**config.mk**
```make
export PLATFORM = sky130hd
export DESIGN_NAME = bk_glue_top
export DESIGN_NICKNAME = d
export VERILOG_FILES = /design/src/verilog/bk_audio_pkg.sv /design/src/verilog/bk_bus_pkg.sv /design/src/verilog/bk_audio_mixer.sv /design/src/verilog/bk_bus_responder.sv /design/src/verilog/bk_cpu_clock_enable.sv /design/src/verilog/bk_glue_top.sv /design/src/verilog/bk_parallel_port.sv /design/src/verilog/bk_system_register.sv /design/src/verilog/bk_vector_irq.sv
export SDC_FILE = /design/constraint.sdc
export NUM_CORES = 1
export LEC_CHECK = 0
export BUFFER_PORTS_ARGS = -buffer_cell sky130_fd_sc_hd__buf_4
export CORE_MARGIN = 1
export CORE_UTILIZATION = 51
export CTS_CLUSTER_DIAMETER = 30
export DETAILED_ROUTE_END_ITERATION = 6
export GPL_TIMING_DRIVEN = 1
export PLACE_DENSITY = 0.81
export SLEW_MARGIN = 20
export SYNTH_ARGS = -nofsm -noshare
export SYNTH_HDL_FRONTEND = slang
export SYNTH_SLANG_ARGS = --single-unit
```
**constraint.sdc**
```tcl
create_clock -name clk_sys -period 2.1 [get_ports clk_sys]
set_input_delay 0.42 -clock clk_sys [delete_from_list [all_inputs] [get_ports clk_sys]]
set_output_delay 0.42 -clock clk_sys [all_outputs]
set_load 0.02 [all_outputs]
```
**src/verilog/bk_audio_pkg.sv**
```systemverilog
package bk_audio_pkg;

	//////////////////// Audio ////////////////////

	// One mixed audio sample per channel
	typedef logic [11:0] sample_t;

	//////////////////// CPU clock divider ////////////////////

	// Base divide count, BK0011M at normal speed
	localparam logic [4:0] cpu_div_base_c = 5'd23;

	// Extra count for the slower BK0010
	localparam logic [4:0] cpu_div_bk0010_c = 5'd8;

	// Turbo halves the whole count by a right shift
	// Period is count + 1 clocks, so
	//   BK0011M      24 or 12 clocks
	//   BK0010       32 or 16 clocks
	// Largest count is 31 and fits five bits

endpackage

```
**src/verilog/bk_bus_pkg.sv**
```systemverilog
package bk_bus_pkg;

	//////////////////// Bus types ////////////////////

	// One bus word and its byte-lane write strobes
	typedef logic [15:0] word_t;
	typedef logic [1:0]  wtbt_t;

	// Interrupt vector as presented in an acknowledge cycle
	typedef logic [15:0] vector_t;

	// Speaker bits of the system register, MSB first
	typedef logic [2:0]  spk_t;

	/////////////////// Peer addresses ///////////////////

	// System register
	localparam word_t sysreg_addr_c = 16'o177716;

	// Parallel port, also the Covox latch
	localparam word_t port_addr_c = 16'o177714;

	/////////////////// Vectors ///////////////////

	// 060 wins over 274 when both are pending
	localparam vector_t vec60_c  = 16'o000060;
	localparam vector_t vec274_c = 16'o000274;

	// High byte of the system register read word
	localparam logic [7:0] start_addr_c = 8'h80;

endpackage

```
**src/verilog/bk_audio_mixer.sv**
```systemverilog
`timescale 1ns/1ns

module bk_audio_mixer import bk_bus_pkg::*, bk_audio_pkg::*; (
	input  logic    clk_sys,
	input  logic    rst_i,
	input  logic    covox_en_i,
	input  spk_t    spk_i,
	input  word_t   covox_i,
	output sample_t sample_left_o,
	output sample_t sample_right_o
);

	sample_t spk_mix;
	sample_t left_mix;
	sample_t right_mix;

	// Speaker under the Covox byte
	assign spk_mix = {4'b0000, spk_i, 5'b00000};

	// Byte widened to 11 bits by repeating its top bits
	assign left_mix  = {1'b0, covox_i[7:0], covox_i[7:5]} + spk_mix;
	assign right_mix = {1'b0, covox_i[15:8], covox_i[15:13]} + spk_mix;

	always_ff @(posedge clk_sys) begin
		if (rst_i) begin
			sample_left_o  <= '0;
			sample_right_o <= '0;
		end else if (covox_en_i) begin
			sample_left_o  <= left_mix;
			sample_right_o <= right_mix;
		end else begin
			// Speaker alone at full scale
			sample_left_o  <= {spk_i, 9'b0};
			sample_right_o <= {spk_i, 9'b0};
		end
	end

endmodule

```
**src/verilog/bk_bus_responder.sv**
```systemverilog
`timescale 1ns/1ns

module bk_bus_responder import bk_bus_pkg::*; (
	input  logic  clk_sys,
	input  logic  rst_i,
	input  logic  ce_cpu_i,
	input  word_t bus_addr_i,
	input  logic  bus_stb_i,
	input  logic  bus_we_i,
	input  logic  bus_iacko_i,
	output logic  sysreg_sel_o,
	output logic  port_sel_o,
	output logic  ivec_sel_o,
	input  word_t sysreg_rdata_i,
	input  word_t port_rdata_i,
	input  word_t ivec_rdata_i,
	input  logic  ivec_ack_i,
	output word_t bus_rdata_o,
	output logic  bus_ack_o
);

	word_t merged_rdata;
	logic  reply;
	word_t rdata_q;
	logic  ack_q;

	//////////////// Decode ////////////////

	// Address decode is meaningless during a vector fetch
	assign sysreg_sel_o = ~bus_iacko_i & (bus_addr_i == sysreg_addr_c);
	assign port_sel_o   = ~bus_iacko_i & (bus_addr_i == port_addr_c);
	assign ivec_sel_o   = bus_iacko_i & ~bus_we_i;

	//////////////// Read merge ////////////////

	// Unselected peers drive zero
	assign merged_rdata = sysreg_rdata_i | port_rdata_i | ivec_rdata_i;

	// Registers reply at once, a vector fetch waits for the controller
	assign reply = bus_stb_i & (sysreg_sel_o | port_sel_o | (ivec_sel_o & ivec_ack_i));

	//////////////// Reply ////////////////

	always_ff @(posedge clk_sys) begin
		if (rst_i) begin
			ack_q   <= 1'b0;
			rdata_q <= '0;
		end else if (ce_cpu_i) begin
			ack_q   <= reply;
			// Data only alongside the reply
			rdata_q <= reply ? merged_rdata : '0;
		end
	end

	assign bus_ack_o   = ack_q;
	assign bus_rdata_o = rdata_q;

endmodule

```
**src/verilog/bk_cpu_clock_enable.sv**
```systemverilog
`timescale 1ns/1ns

module bk_cpu_clock_enable import bk_audio_pkg::*; (
	input  logic clk_sys,
	input  logic rst_i,
	input  logic model_bk0010_i,
	input  logic turbo_i,
	input  logic bus_sync_i,
	output logic ce_cpu_o
);

	logic [4:0] cnt_q;
	logic [4:0] div_count;
	logic       turbo_q;
	logic       turbo_nxt;

	// Turbo may only move between bus cycles
	assign turbo_nxt = bus_sync_i ? turbo_q : turbo_i;

	// Count for the period that starts at this reload
	assign div_count = (cpu_div_base_c + (model_bk0010_i ? cpu_div_bk0010_c : 5'd0))
		>> turbo_nxt;

	always_ff @(posedge clk_sys) begin
		if (rst_i) begin
			cnt_q   <= 5'd0;
			turbo_q <= 1'b0;
		end else if (cnt_q == 5'd0) begin
			// End of period, reload and resample turbo
			cnt_q   <= div_count;
			turbo_q <= turbo_nxt;
		end else begin
			cnt_q <= cnt_q - 5'd1;
		end
	end

	// One clock wide, once per period
	assign ce_cpu_o = (cnt_q == 5'd0);

endmodule

```
**src/verilog/bk_glue_top.sv**
```systemverilog
`timescale 1ns/1ns

module bk_glue_top import bk_bus_pkg::*, bk_audio_pkg::*; (
	input  logic    clk_sys,
	input  logic    rst_i,
	// Bus master side
	input  word_t   bus_addr_i,
	input  word_t   bus_wdata_i,
	input  logic    bus_we_i,
	input  wtbt_t   bus_wtbt_i,
	input  logic    bus_stb_i,
	input  logic    bus_sync_i,
	input  logic    bus_iacko_i,
	output word_t   bus_rdata_o,
	output logic    bus_ack_o,
	output logic    virq_o,
	// Machine configuration and inputs
	input  logic    model_bk0010_i,
	input  logic    turbo_i,
	input  logic    covox_en_i,
	input  logic    key_down_i,
	input  logic [7:0] joystick_i,
	input  logic    irq60_req_i,
	input  logic    irq274_req_i,
	// Audio
	output sample_t sample_left_o,
	output sample_t sample_right_o
);

	logic  ce_cpu;
	logic  sysreg_sel;
	logic  port_sel;
	logic  ivec_sel;
	logic  ivec_ack;
	word_t sysreg_rdata;
	word_t port_rdata;
	word_t ivec_rdata;
	spk_t  spk;
	word_t covox;

	bk_cpu_clock_enable u_clock_enable (
		.clk_sys        (clk_sys),
		.rst_i          (rst_i),
		.model_bk0010_i (model_bk0010_i),
		.turbo_i        (turbo_i),
		.bus_sync_i     (bus_sync_i),
		.ce_cpu_o       (ce_cpu)
	);

	bk_bus_responder u_responder (
		.clk_sys        (clk_sys),
		.rst_i          (rst_i),
		.ce_cpu_i       (ce_cpu),
		.bus_addr_i     (bus_addr_i),
		.bus_stb_i      (bus_stb_i),
		.bus_we_i       (bus_we_i),
		.bus_iacko_i    (bus_iacko_i),
		.sysreg_sel_o   (sysreg_sel),
		.port_sel_o     (port_sel),
		.ivec_sel_o     (ivec_sel),
		.sysreg_rdata_i (sysreg_rdata),
		.port_rdata_i   (port_rdata),
		.ivec_rdata_i   (ivec_rdata),
		.ivec_ack_i     (ivec_ack),
		.bus_rdata_o    (bus_rdata_o),
		.bus_ack_o      (bus_ack_o)
	);

	bk_system_register u_sysreg (
		.clk_sys        (clk_sys),
		.rst_i          (rst_i),
		.sel_i          (sysreg_sel),
		.bus_stb_i      (bus_stb_i),
		.bus_we_i       (bus_we_i),
		.bus_wtbt_i     (bus_wtbt_i),
		.bus_wdata_i    (bus_wdata_i),
		.key_down_i     (key_down_i),
		.model_bk0010_i (model_bk0010_i),
		.rdata_o        (sysreg_rdata),
		.spk_o          (spk)
	);

	bk_parallel_port u_port (
		.clk_sys     (clk_sys),
		.rst_i       (rst_i),
		.sel_i       (port_sel),
		.bus_stb_i   (bus_stb_i),
		.bus_we_i    (bus_we_i),
		.bus_wtbt_i  (bus_wtbt_i),
		.bus_wdata_i (bus_wdata_i),
		.covox_en_i  (covox_en_i),
		.joystick_i  (joystick_i),
		.rdata_o     (port_rdata),
		.covox_o     (covox)
	);

	bk_vector_irq u_vic (
		.clk_sys      (clk_sys),
		.rst_i        (rst_i),
		.ce_cpu_i     (ce_cpu),
		.irq60_req_i  (irq60_req_i),
		.irq274_req_i (irq274_req_i),
		.sel_i        (ivec_sel),
		.bus_stb_i    (bus_stb_i),
		.virq_o       (virq_o),
		.rdata_o      (ivec_rdata),
		.ack_o        (ivec_ack)
	);

	bk_audio_mixer u_mixer (
		.clk_sys        (clk_sys),
		.rst_i          (rst_i),
		.covox_en_i     (covox_en_i),
		.spk_i          (spk),
		.covox_i        (covox),
		.sample_left_o  (sample_left_o),
		.sample_right_o (sample_right_o)
	);

endmodule

```
**src/verilog/bk_parallel_port.sv**
```systemverilog
`timescale 1ns/1ns

module bk_parallel_port import bk_bus_pkg::*; (
	input  logic       clk_sys,
	input  logic       rst_i,
	input  logic       sel_i,
	input  logic       bus_stb_i,
	input  logic       bus_we_i,
	input  wtbt_t      bus_wtbt_i,
	input  word_t      bus_wdata_i,
	input  logic       covox_en_i,
	input  logic [7:0] joystick_i,
	output word_t      rdata_o,
	output word_t      covox_o
);

	logic  wr;
	logic  wr_q;
	word_t latch_q;

	// Without Covox these writes belong to the sound chip
	assign wr = sel_i & bus_stb_i & bus_we_i & covox_en_i;

	always_ff @(posedge clk_sys) begin
		if (rst_i) begin
			wr_q    <= 1'b0;
			latch_q <= '0;
		end else begin
			wr_q <= wr;
			if (wr & ~wr_q) begin
				if (bus_wtbt_i[0]) latch_q[7:0]  <= bus_wdata_i[7:0];
				if (bus_wtbt_i[1]) latch_q[15:8] <= bus_wdata_i[15:8];
			end
		end
	end

	assign covox_o = latch_q;

	// Joystick in the low byte
	assign rdata_o = sel_i ? {8'h00, joystick_i} : '0;

endmodule

```
**src/verilog/bk_system_register.sv**
```systemverilog
`timescale 1ns/1ns

module bk_system_register import bk_bus_pkg::*; (
	input  logic  clk_sys,
	input  logic  rst_i,
	input  logic  sel_i,
	input  logic  bus_stb_i,
	input  logic  bus_we_i,
	input  wtbt_t bus_wtbt_i,
	input  word_t bus_wdata_i,
	input  logic  key_down_i,
	input  logic  model_bk0010_i,
	output word_t rdata_o,
	output spk_t  spk_o
);

	logic acc;
	logic acc_q;
	logic new_acc;
	logic spk_write;
	logic super_q;
	spk_t spk_q;

	// Access edge, so each bus cycle counts once
	assign acc     = sel_i & bus_stb_i;
	assign new_acc = acc & ~acc_q;

	// Low lane carries the speaker bits
	// High lane with bit 11 set is a different function
	assign spk_write = bus_we_i & bus_wtbt_i[0] &
		(~bus_wtbt_i[1] | ~bus_wdata_i[11]);

	always_ff @(posedge clk_sys) begin
		if (rst_i) begin
			acc_q   <= 1'b0;
			super_q <= 1'b0;
			spk_q   <= '0;
		end else begin
			acc_q <= acc;
			if (new_acc) begin
				// Last access direction
				super_q <= bus_we_i;
				if (spk_write) begin
					// No tape out bit on BK0010
					spk_q <= {bus_wdata_i[6], bus_wdata_i[5],
						bus_wdata_i[2] & ~model_bk0010_i};
				end
			end
		end
	end

	//////////////// Read word ////////////////

	assign rdata_o = sel_i
		? {start_addr_c, 1'b1, ~key_down_i, 3'b000, super_q, 2'b00}
		: '0;

	assign spk_o = spk_q;

endmodule

```
**src/verilog/bk_vector_irq.sv**
```systemverilog
`timescale 1ns/1ns

module bk_vector_irq import bk_bus_pkg::*; (
	input  logic  clk_sys,
	input  logic  rst_i,
	input  logic  ce_cpu_i,
	input  logic  irq60_req_i,
	input  logic  irq274_req_i,
	input  logic  sel_i,
	input  logic  bus_stb_i,
	output logic  virq_o,
	output word_t rdata_o,
	output logic  ack_o
);

	logic [1:0] pend_q;
	logic [1:0] take;
	logic       grant;
	logic       ack_q;
	vector_t    vec_q;

	// Once per acknowledge cycle, on the CPU enable
	assign grant = ce_cpu_i & sel_i & bus_stb_i & ~ack_q;

	// Bit 0 is 060 and wins
	assign take[0] = grant & pend_q[0];
	assign take[1] = grant & ~pend_q[0] & pend_q[1];

	always_ff @(posedge clk_sys) begin
		if (rst_i) begin
			pend_q <= 2'b00;
			ack_q  <= 1'b0;
		end else begin
			// A new pulse is never lost to a clear
			pend_q <= (pend_q & ~take) | {irq274_req_i, irq60_req_i};
			if (|take) ack_q <= 1'b1;
			else if (~bus_stb_i) ack_q <= 1'b0;
		end
	end

	// Vector held for the rest of the cycle
	always_ff @(posedge clk_sys) begin
		if (take[0]) vec_q <= vec60_c;
		else if (take[1]) vec_q <= vec274_c;
	end

	assign virq_o  = |pend_q;
	assign ack_o   = ack_q;
	assign rdata_o = sel_i ? vec_q : '0;

endmodule
```
==> metrics.md, run 1 <==
| Metric | Value |
|---|---|
| Post-synth EDFFs | 0 |
| Clock transition at the registers of the reported paths | 0.06 ns |
| Crit path arrival time | 2.12 ns |
| Crit share post-route | 89.62% |
| Total Nets Final | 460 |
| Outcome | finished, final reports clean |
| DR pass1 iterations | 4 |
| Total Power | 2.837 mW |
| Synth area leader | dfxtp_1 |
| FILL cells | 470 |
| Initial core utilization | 53.67% |
| TritonCTS buffer count | 9 |
| RSZ-0062 raised after global routing | false |
| First-pass GRT wire length | 10120 um |
| Clock Skew | 0.005370 ns |
| Drt initial violations | 110 |
| Hold crit path type | in2reg |
| Post-CTS setup buffer count | 0 |
| CP max-delay cell | or4b_1 |
| Top cell type's share of synthesized area | 44.17% |
| Pleak | 1.611 nW |
| Post-Synth XOR/XNOR Area | 2.049% |
| Fraction of layout cells with a size suffix above 1 | 29.25% |
| Htree depth | 3 |
| Row cnt | 27 |
| Post-synthesis cell count | 310 |
| Buf/Inv on CP | 2 |
| Max_slew headroom | 52.45% |
| Yosys cell types | 48 |
| Die area | 6176 um2 |
| Post-layout util | 69.32% |
| Yosys Warn Count | 0 |
| Clock Path Buffers | 2 |
| Pin slew with the least headroom to its limit | 0.7118 ns |
| Area of the core | 5574 um2 |
| Initial antenna violation count | 0 |
| Mux cell area share after synthesis | 6.734% |
| Worst skew pair latency | 0.33 ns |
| Register area share after synthesis | 44.17% |
| Power density over cell area | 734.3 nW/um2 |
| Clock sink total | 66 |
| Largest net degree at the start of global routing | 64 |
| Total grt overflow | 0 |
| Fmax | 0.5314 GHz |
| Post-Route WL | 6316 um |
| Seq cells post-synth | 66 |
| Residual DRC count | 0 |
| # hold bufs at CTS | 0 |
| Post-synth ARST share | 0% |
| Critical Path Max Stage Delay | 0.43 ns |
| Simple-Gate Fraction of Synth Area | 26.31% |
| Resize count post-CTS | 0 |
| CTS tree | built |
| Vias per inst | 5.153 |
| Ys flop type | dfxtp_1 |
| Overall Global Routing Usage | 21.27% |
| Worst Slack Setup Final | 0.2180 ns |
| Pre-CTS setup slack | 0.1312 ns |
| Most common cell in the netlist | dfxtp_1 |
| Die Y | 78.59 um |
| Fin. max-slew vios | 0 |
| Num ports | 96 |
| Vias in the first global route | 2212 |
| Port buffer count | 88 |
| Max Cap Viol | 0 |
| Adder-cell area share of the yosys netlist | 4.684% |
| Setup TNS | 0 ns |
| Synthesized area | 2992 um2 |
| Post-DRT Antenna Nets | 0 |
| Gpl congestion | 0.8325 |
| CTS root buffer | clkbuf_8 |
| Synthesized area per cell | 9.650 um2 |
| Tmin final | 1.882 ns |
| Top cells by area in the synthesized netlist | dfxtp_1 44%, nand2b_1 7.1%, mux2i_1 6.4% |
| Area delta synth->final | 29.15% |
| Setup violations, final | 0 |
| Endpoint class of the critical path | register |
| Hpwl dp | 4732 um |
| Cell Chain, Critical Path | inv_1 > ha_1 > or4b_1 > buf_4 > nor2_4 > o21ai_2 > a221oi_1 |
| Crit path max fanout | 23 |
| VDD IR-drop max | 0.5196 mV |
| Critical path type | reg2reg |
| WL/cell | 13.38 um |
| Startpoint types | register |
| Main combinational cell family by area after synthesis | simple AND/OR/NAND/NOR gates |
| Req. time, crit path | 2.33 ns |
| Diode count | 0 |
| Fin. Hold Viols | 0 |
| Final hold slack | 0.2932 ns |
| DR vias | 2432 |
| Post-synthesis compound-gate area fraction | 10.54% |
| CP top delay family | simple AND/OR/NAND/NOR gates |
| Commonest cells post-synth | 66 x dfxtp_1, 34 x nand2b_1, 23 x a21oi_1 |
| Die Width | 78.59 um |
-- placed cells by master (no fill, tap or decap), drive strengths merged, types with 2 or more instances in the layout --
master,Yosys,final
a21o,2,2
nor3,5,5
and2,14,14
o31ai,3,3
o21bai,2,2
nand3b,4,4
xor2,6,6
nand4b,3,3
nor2,13,13
mux2i,19,19
nor4b,2,2
o21ai,6,6
and3,3,3
a31oi,2,2
a21oi,23,23
o21a,2,2
nand4bb,2,2
or3,3,3
ha,8,8
nor2b,8,8
inv,10,10
nand3,2,2
clkbuf,10,12
conb,1,7
clkinv,0,2
nand2b,34,34
o22ai,2,2
dfxtp,66,66
nand2,18,18
a221oi,5,5
fa,2,2
buf,14,93
a211oi,2,2
nand4,5,5
-- sequential cells by signal, summed over array words and instances (netlist names) --
register,count
u_sysreg.spk_o,3
u_vic.vec_q,1
u_vic.pend_q,2
u_responder.bus_ack_o,1
u_clock_enable.cnt_q,5
u_sysreg.acc_q,1
u_mixer.sample_right_o,12
u_vic.ack_o,1
u_responder.bus_rdata_o,9
u_port.wr_q,1
u_port.covox_o,16
u_sysreg.super_q,1
u_clock_enable.turbo_q,1
u_mixer.sample_left_o,12
-- power by group --
group | internal, mW | leakage (nW) | total (mW) | switching, mW
clock | 0.571 | 0.0962 | 1.02 | 0.448
combinational | 0.219 | 0.980 | 0.467 | 0.248
sequential | 1.31 | 0.534 | 1.35 | 0.0430
total | 2.10 | 1.61 | 2.84 | 0.738
-- logic make-up after synthesis --
kind of cell	after synthesis
buf+inv	34
other cells	1
xor+xnor	7
fa+ha+maj	10
mux	20
simple gates	122
compound gates	50
flops	66
-- area by class of cell --
cell class              count  area [um2]  area share, %
multi-input cells         216        1531          39.64
inverters                  10       37.54         0.9715
clock inverters             3       40.04          1.036
flip-flops and latches     66        1321          34.20
well taps                  72       90.09          2.332
clock buffers              12       145.1          3.756
repair buffers             93       698.2          18.07
-- tightest hold or removal path, cell delays in order --
cell,delay [ns]
buf_4,0.08
a21oi_1,0.03
nor2_1,0.06
-- layer usage --
layer | up-vias | share of wire (%) | global-route usage, %
met5 | - | 0 | 0
met4 | 0 | 1.7 | 9.444
met3 | 11 | 5.6 | 3.953
met2 | 81 | 48 | 34.09
met1 | 1127 | 44 | 27.72
li1 | 1213 | - | -
-- path summary, 6_finish.rpt --
kind	from	endpoint	slack, ns	depth (start not counted)
setup reg to reg	u_clock_enable.cnt_q[0]$_SDFF_PP0_	u_responder.bus_rdata_o[4]$_SDFFE_PP0P_	0.22	7
setup / recovery	u_clock_enable.cnt_q[0]$_SDFF_PP0_	u_responder.bus_rdata_o[4]$_SDFFE_PP0P_	0.22	7
hold / removal	irq60_req_i	u_vic.pend_q[0]$_SDFF_PP0_	0.29	3
hold reg to reg	u_responder.bus_rdata_o[1]$_SDFFE_PP0P_	u_responder.bus_rdata_o[1]$_SDFFE_PP0P_	0.46	2
-- metrics by stage --
step	cells	cell area, um2
5_1_grt	472	3864
2_1_floorplan	316	3014
3_3_place_gp	457	3679
6_report	472	3864
4_1_cts	472	3864
3_5_place_dp	457	3679
No activity file was read; power rests on OpenSTA's default activity.
==> run 2: changes to the inputs <==
- ABC_AREA: default -> 1
==> run 2 against run 1 <==
Design area increased by 2.7%; non-clock buffer count did not move; sequential cell count unchanged; largest cell class unchanged.
==> metrics.md, run 2 <==
| Metric | Value |
|---|---|
| Critical path type | reg2reg |
| Fmax | 0.5558 GHz |
| CP max-delay cell | dfxtp_1 |
| Ys flop type | dfxtp_1 |
| Setup TNS | 0 ns |
| Diode count | 0 |
| R2R Setup Slk | 0.30 ns |
| Hold crit path type | in2reg |
| Fraction of layout cells with a size suffix above 1 | 25.78% |
| Simple-Gate Fraction of Synth Area | 29.31% |
| R2R depth | 6 |
| Max Cap Viol | 0 |
| WL/cell | 12.15 um |
| Adder-cell area share of the yosys netlist | 4.571% |
| Outcome | finished, final reports clean |
| Worst skew pair latency | 0.35 ns |
| Power density over cell area | 733.2 nW/um2 |
| Area of the core | 5642 um2 |
| # hold bufs at CTS | 0 |
| Post-Synth XOR/XNOR Area | 0.5714% |
| Cell Chain, Critical Path | ha_1 > inv_1 > fa_1 > nor2_1 > o21ai_0 > o31ai_1 |
| Gpl congestion | 0.8428 |
| Die area | 6325 um2 |
| Post-synth ARST share | 0% |
| Hold EP | u_vic.pend_q[0]$_SDFF_PP0_ |
| Mux cell area share after synthesis | 0% |
| Critical Path Max Stage Delay | 0.45 ns |
| DR vias | 2927 |
| Crit path max fanout | 4 |
| VDD IR-drop max | 0.5064 mV |
| First-pass GRT wire length | 11660 um |
| Seq cells post-synth | 66 |
| Setup violations, final | 0 |
| Hold Path Stages | 3 |
| Vias per inst | 5.012 |
| CTS root buffer | clkbuf_8 |
| Max FFs per register | 16 |
| Hpwl dp | 5333 um |
| Fin. max-slew vios | 0 |
| Residual DRC count | 0 |
| Critical R2R Launch | u_sysreg.spk_o[0]$_SDFFE_PP0P_ |
| Total grt overflow | 0 |
| Synth area leader | dfxtp_1 |
| Most common cell after layout, fill and taps aside | buf_4 |
| Die Y | 79.53 um |
| Num ports | 96 |
| Pleak | 1.871 nW |
| Post-synth EDFFs | 0 |
| Port buffer count | 88 |
| Endpoint class of the critical path | register |
| Row cnt | 27 |
| Clock sink total | 66 |
| RR Endpoint | u_mixer.sample_left_o[11]$_SDFF_PP0_ |
| Drt initial violations | 145 |
| Startpoint types | register |
| RSZ-0062 raised after global routing | false |
| Total Nets Final | 571 |
| Largest net degree at the start of global routing | 27 |
| Top cell type's share of synthesized area | 43.10% |
| CTS tree | built |
| Overall Global Routing Usage | 24.16% |
| Initial core utilization | 54.34% |
| Post-DRT Antenna Nets | 0 |
| Yosys cell types | 37 |
| Post-synthesis compound-gate area fraction | 10.16% |
| Initial antenna violation count | 0 |
| Resize count post-CTS | 0 |
| Pre-CTS setup slack | 0.2889 ns |
| Vias in the first global route | 2720 |
| Synthesized area | 3065 um2 |
| FILL cells | 476 |
| Commonest cells post-synth | 70 x nand2_1, 66 x dfxtp_1, 66 x inv_1 |
| Clock transition at the registers of the reported paths | 0.07 ns |
| Post-CTS setup buffer count | 0 |
| Hold Crit Start | irq60_req_i |
| DR pass1 iterations | 5 |
| Post-Route WL | 7097 um |
| TritonCTS buffer count | 9 |
| Tmin final | 1.799 ns |
| Fin. Hold Viols | 0 |
| Commonest cells after routing, fill and taps aside | 93 x buf_4, 70 x nand2_1, 66 x inv_1, 66 x dfxtp_1, 59 x nor2_1 |
| Clock Skew | 0.009244 ns |
| Top cells by area in the synthesized netlist | dfxtp_1 43%, nand2_1 8.6%, inv_1 8.1% |
| Most common cell in the netlist | nand2_1 |
| Area delta synth->final | 29.43% |
| Synthesized area per cell | 7.369 um2 |
| Die Width | 79.53 um |
| Crit path arrival time | 2.05 ns |
| Htree depth | 3 |
| Register area share after synthesis | 43.10% |
| Yosys Warn Count | 0 |
| Main combinational cell family by area after synthesis | simple AND/OR/NAND/NOR gates |
| Req. time, crit path | 2.35 ns |
| Clock Path Buffers | 2 |
| Crit share post-route | 85.67% |
| Worst Slack Setup Final | 0.3009 ns |
| Post-synthesis cell count | 416 |
[run 2: cells by family (layout without fill, tap and decap cells)]
group / Yosys count / in the layout
other: 1 / 7
adders and majority gates: 10 / 10
xor gates and xnor gates: 2 / 2
buffers and inverters: 88 / 178
and+or+nand+nor: 194 / 194
AOI/OAI and AO/OA: 55 / 55
DFF: 66 / 66
[run 2: where the power goes]
part / switching, mW / total [mW] / internal (mW)
clock: 0.494 / 1.10 / 0.611
combinational: 0.256 / 0.450 / 0.194
sequential: 0.0391 / 1.35 / 1.31
[run 2: final cells by class]
| cell class | count | area, um2 | share of cell area (%) |
|---|---|---|---|
| clock inverters | 4 | 50.05 | 1.261 |
| flip-flops and latches | 66 | 1321 | 33.30 |
| clock buffers | 12 | 155.1 | 3.910 |
| multi-input cells | 268 | 1394 | 35.13 |
| inverters | 69 | 259.0 | 6.528 |
| repair buffers | 93 | 698.2 | 17.60 |
| well taps | 72 | 90.09 | 2.271 |
[run 2: through the flow]
step	instance area (um2)	power [mW]	hold WS [ns]	instances	util, %
after floorplan	3088	1.672	0.4087	422	-
final	3968	2.909	0.2841	584	70.33
after detailed placement	3762	1.834	0.4205	568	66.69
after CTS	3968	2.911	0.2863	584	70.33
after global placement	3762	1.815	0.4158	568	66.69
after global routing	3968	3.043	0.2885	584	70.33
[run 2: worst max-delay path by stage]
stage	start	to	slack, ns	cells after the start
after floorplan	u_sysreg.spk_o[0]$_SDFFE_PP0P_	u_mixer.sample_right_o[9]$_SDFF_PP0_	0.61	11
after global placement	bus_addr_i[5]	u_port.covox_o[7]$_SDFFE_PP0P_	0.36	10
after CTS	u_sysreg.spk_o[0]$_SDFFE_PP0P_	u_mixer.sample_left_o[11]$_SDFF_PP0_	0.33	6
after detailed placement	bus_addr_i[5]	u_port.covox_o[6]$_SDFFE_PP0P_	0.29	10
after global routing	u_sysreg.spk_o[0]$_SDFFE_PP0P_	u_mixer.sample_right_o[11]$_SDFF_PP0_	0.11	10
final	u_sysreg.spk_o[0]$_SDFFE_PP0P_	u_mixer.sample_left_o[11]$_SDFF_PP0_	0.30	6
[run 2: routing by layer]
metal / vias to the layer above / share of wire, % / global-route usage [%]
li1: 1486 / - / -
met3: 23 / 6.6 / 7.657
met4: 0 / 3.0 / 10.18
met2: 108 / 49 / 40.77
met5: - / 0 / 0
met1: 1310 / 42 / 27.98
[run 2: critical path, delay by kind of cell (launching register included)]
family | cells | cell delay [ns]
and+or+nand+nor | 1 | 0.15
adders and majority gates | 2 | 0.63
AOI/OAI and AO/OA | 2 | 0.42
buffers and inverters | 1 | 0.06
DFF | 1 | 0.45
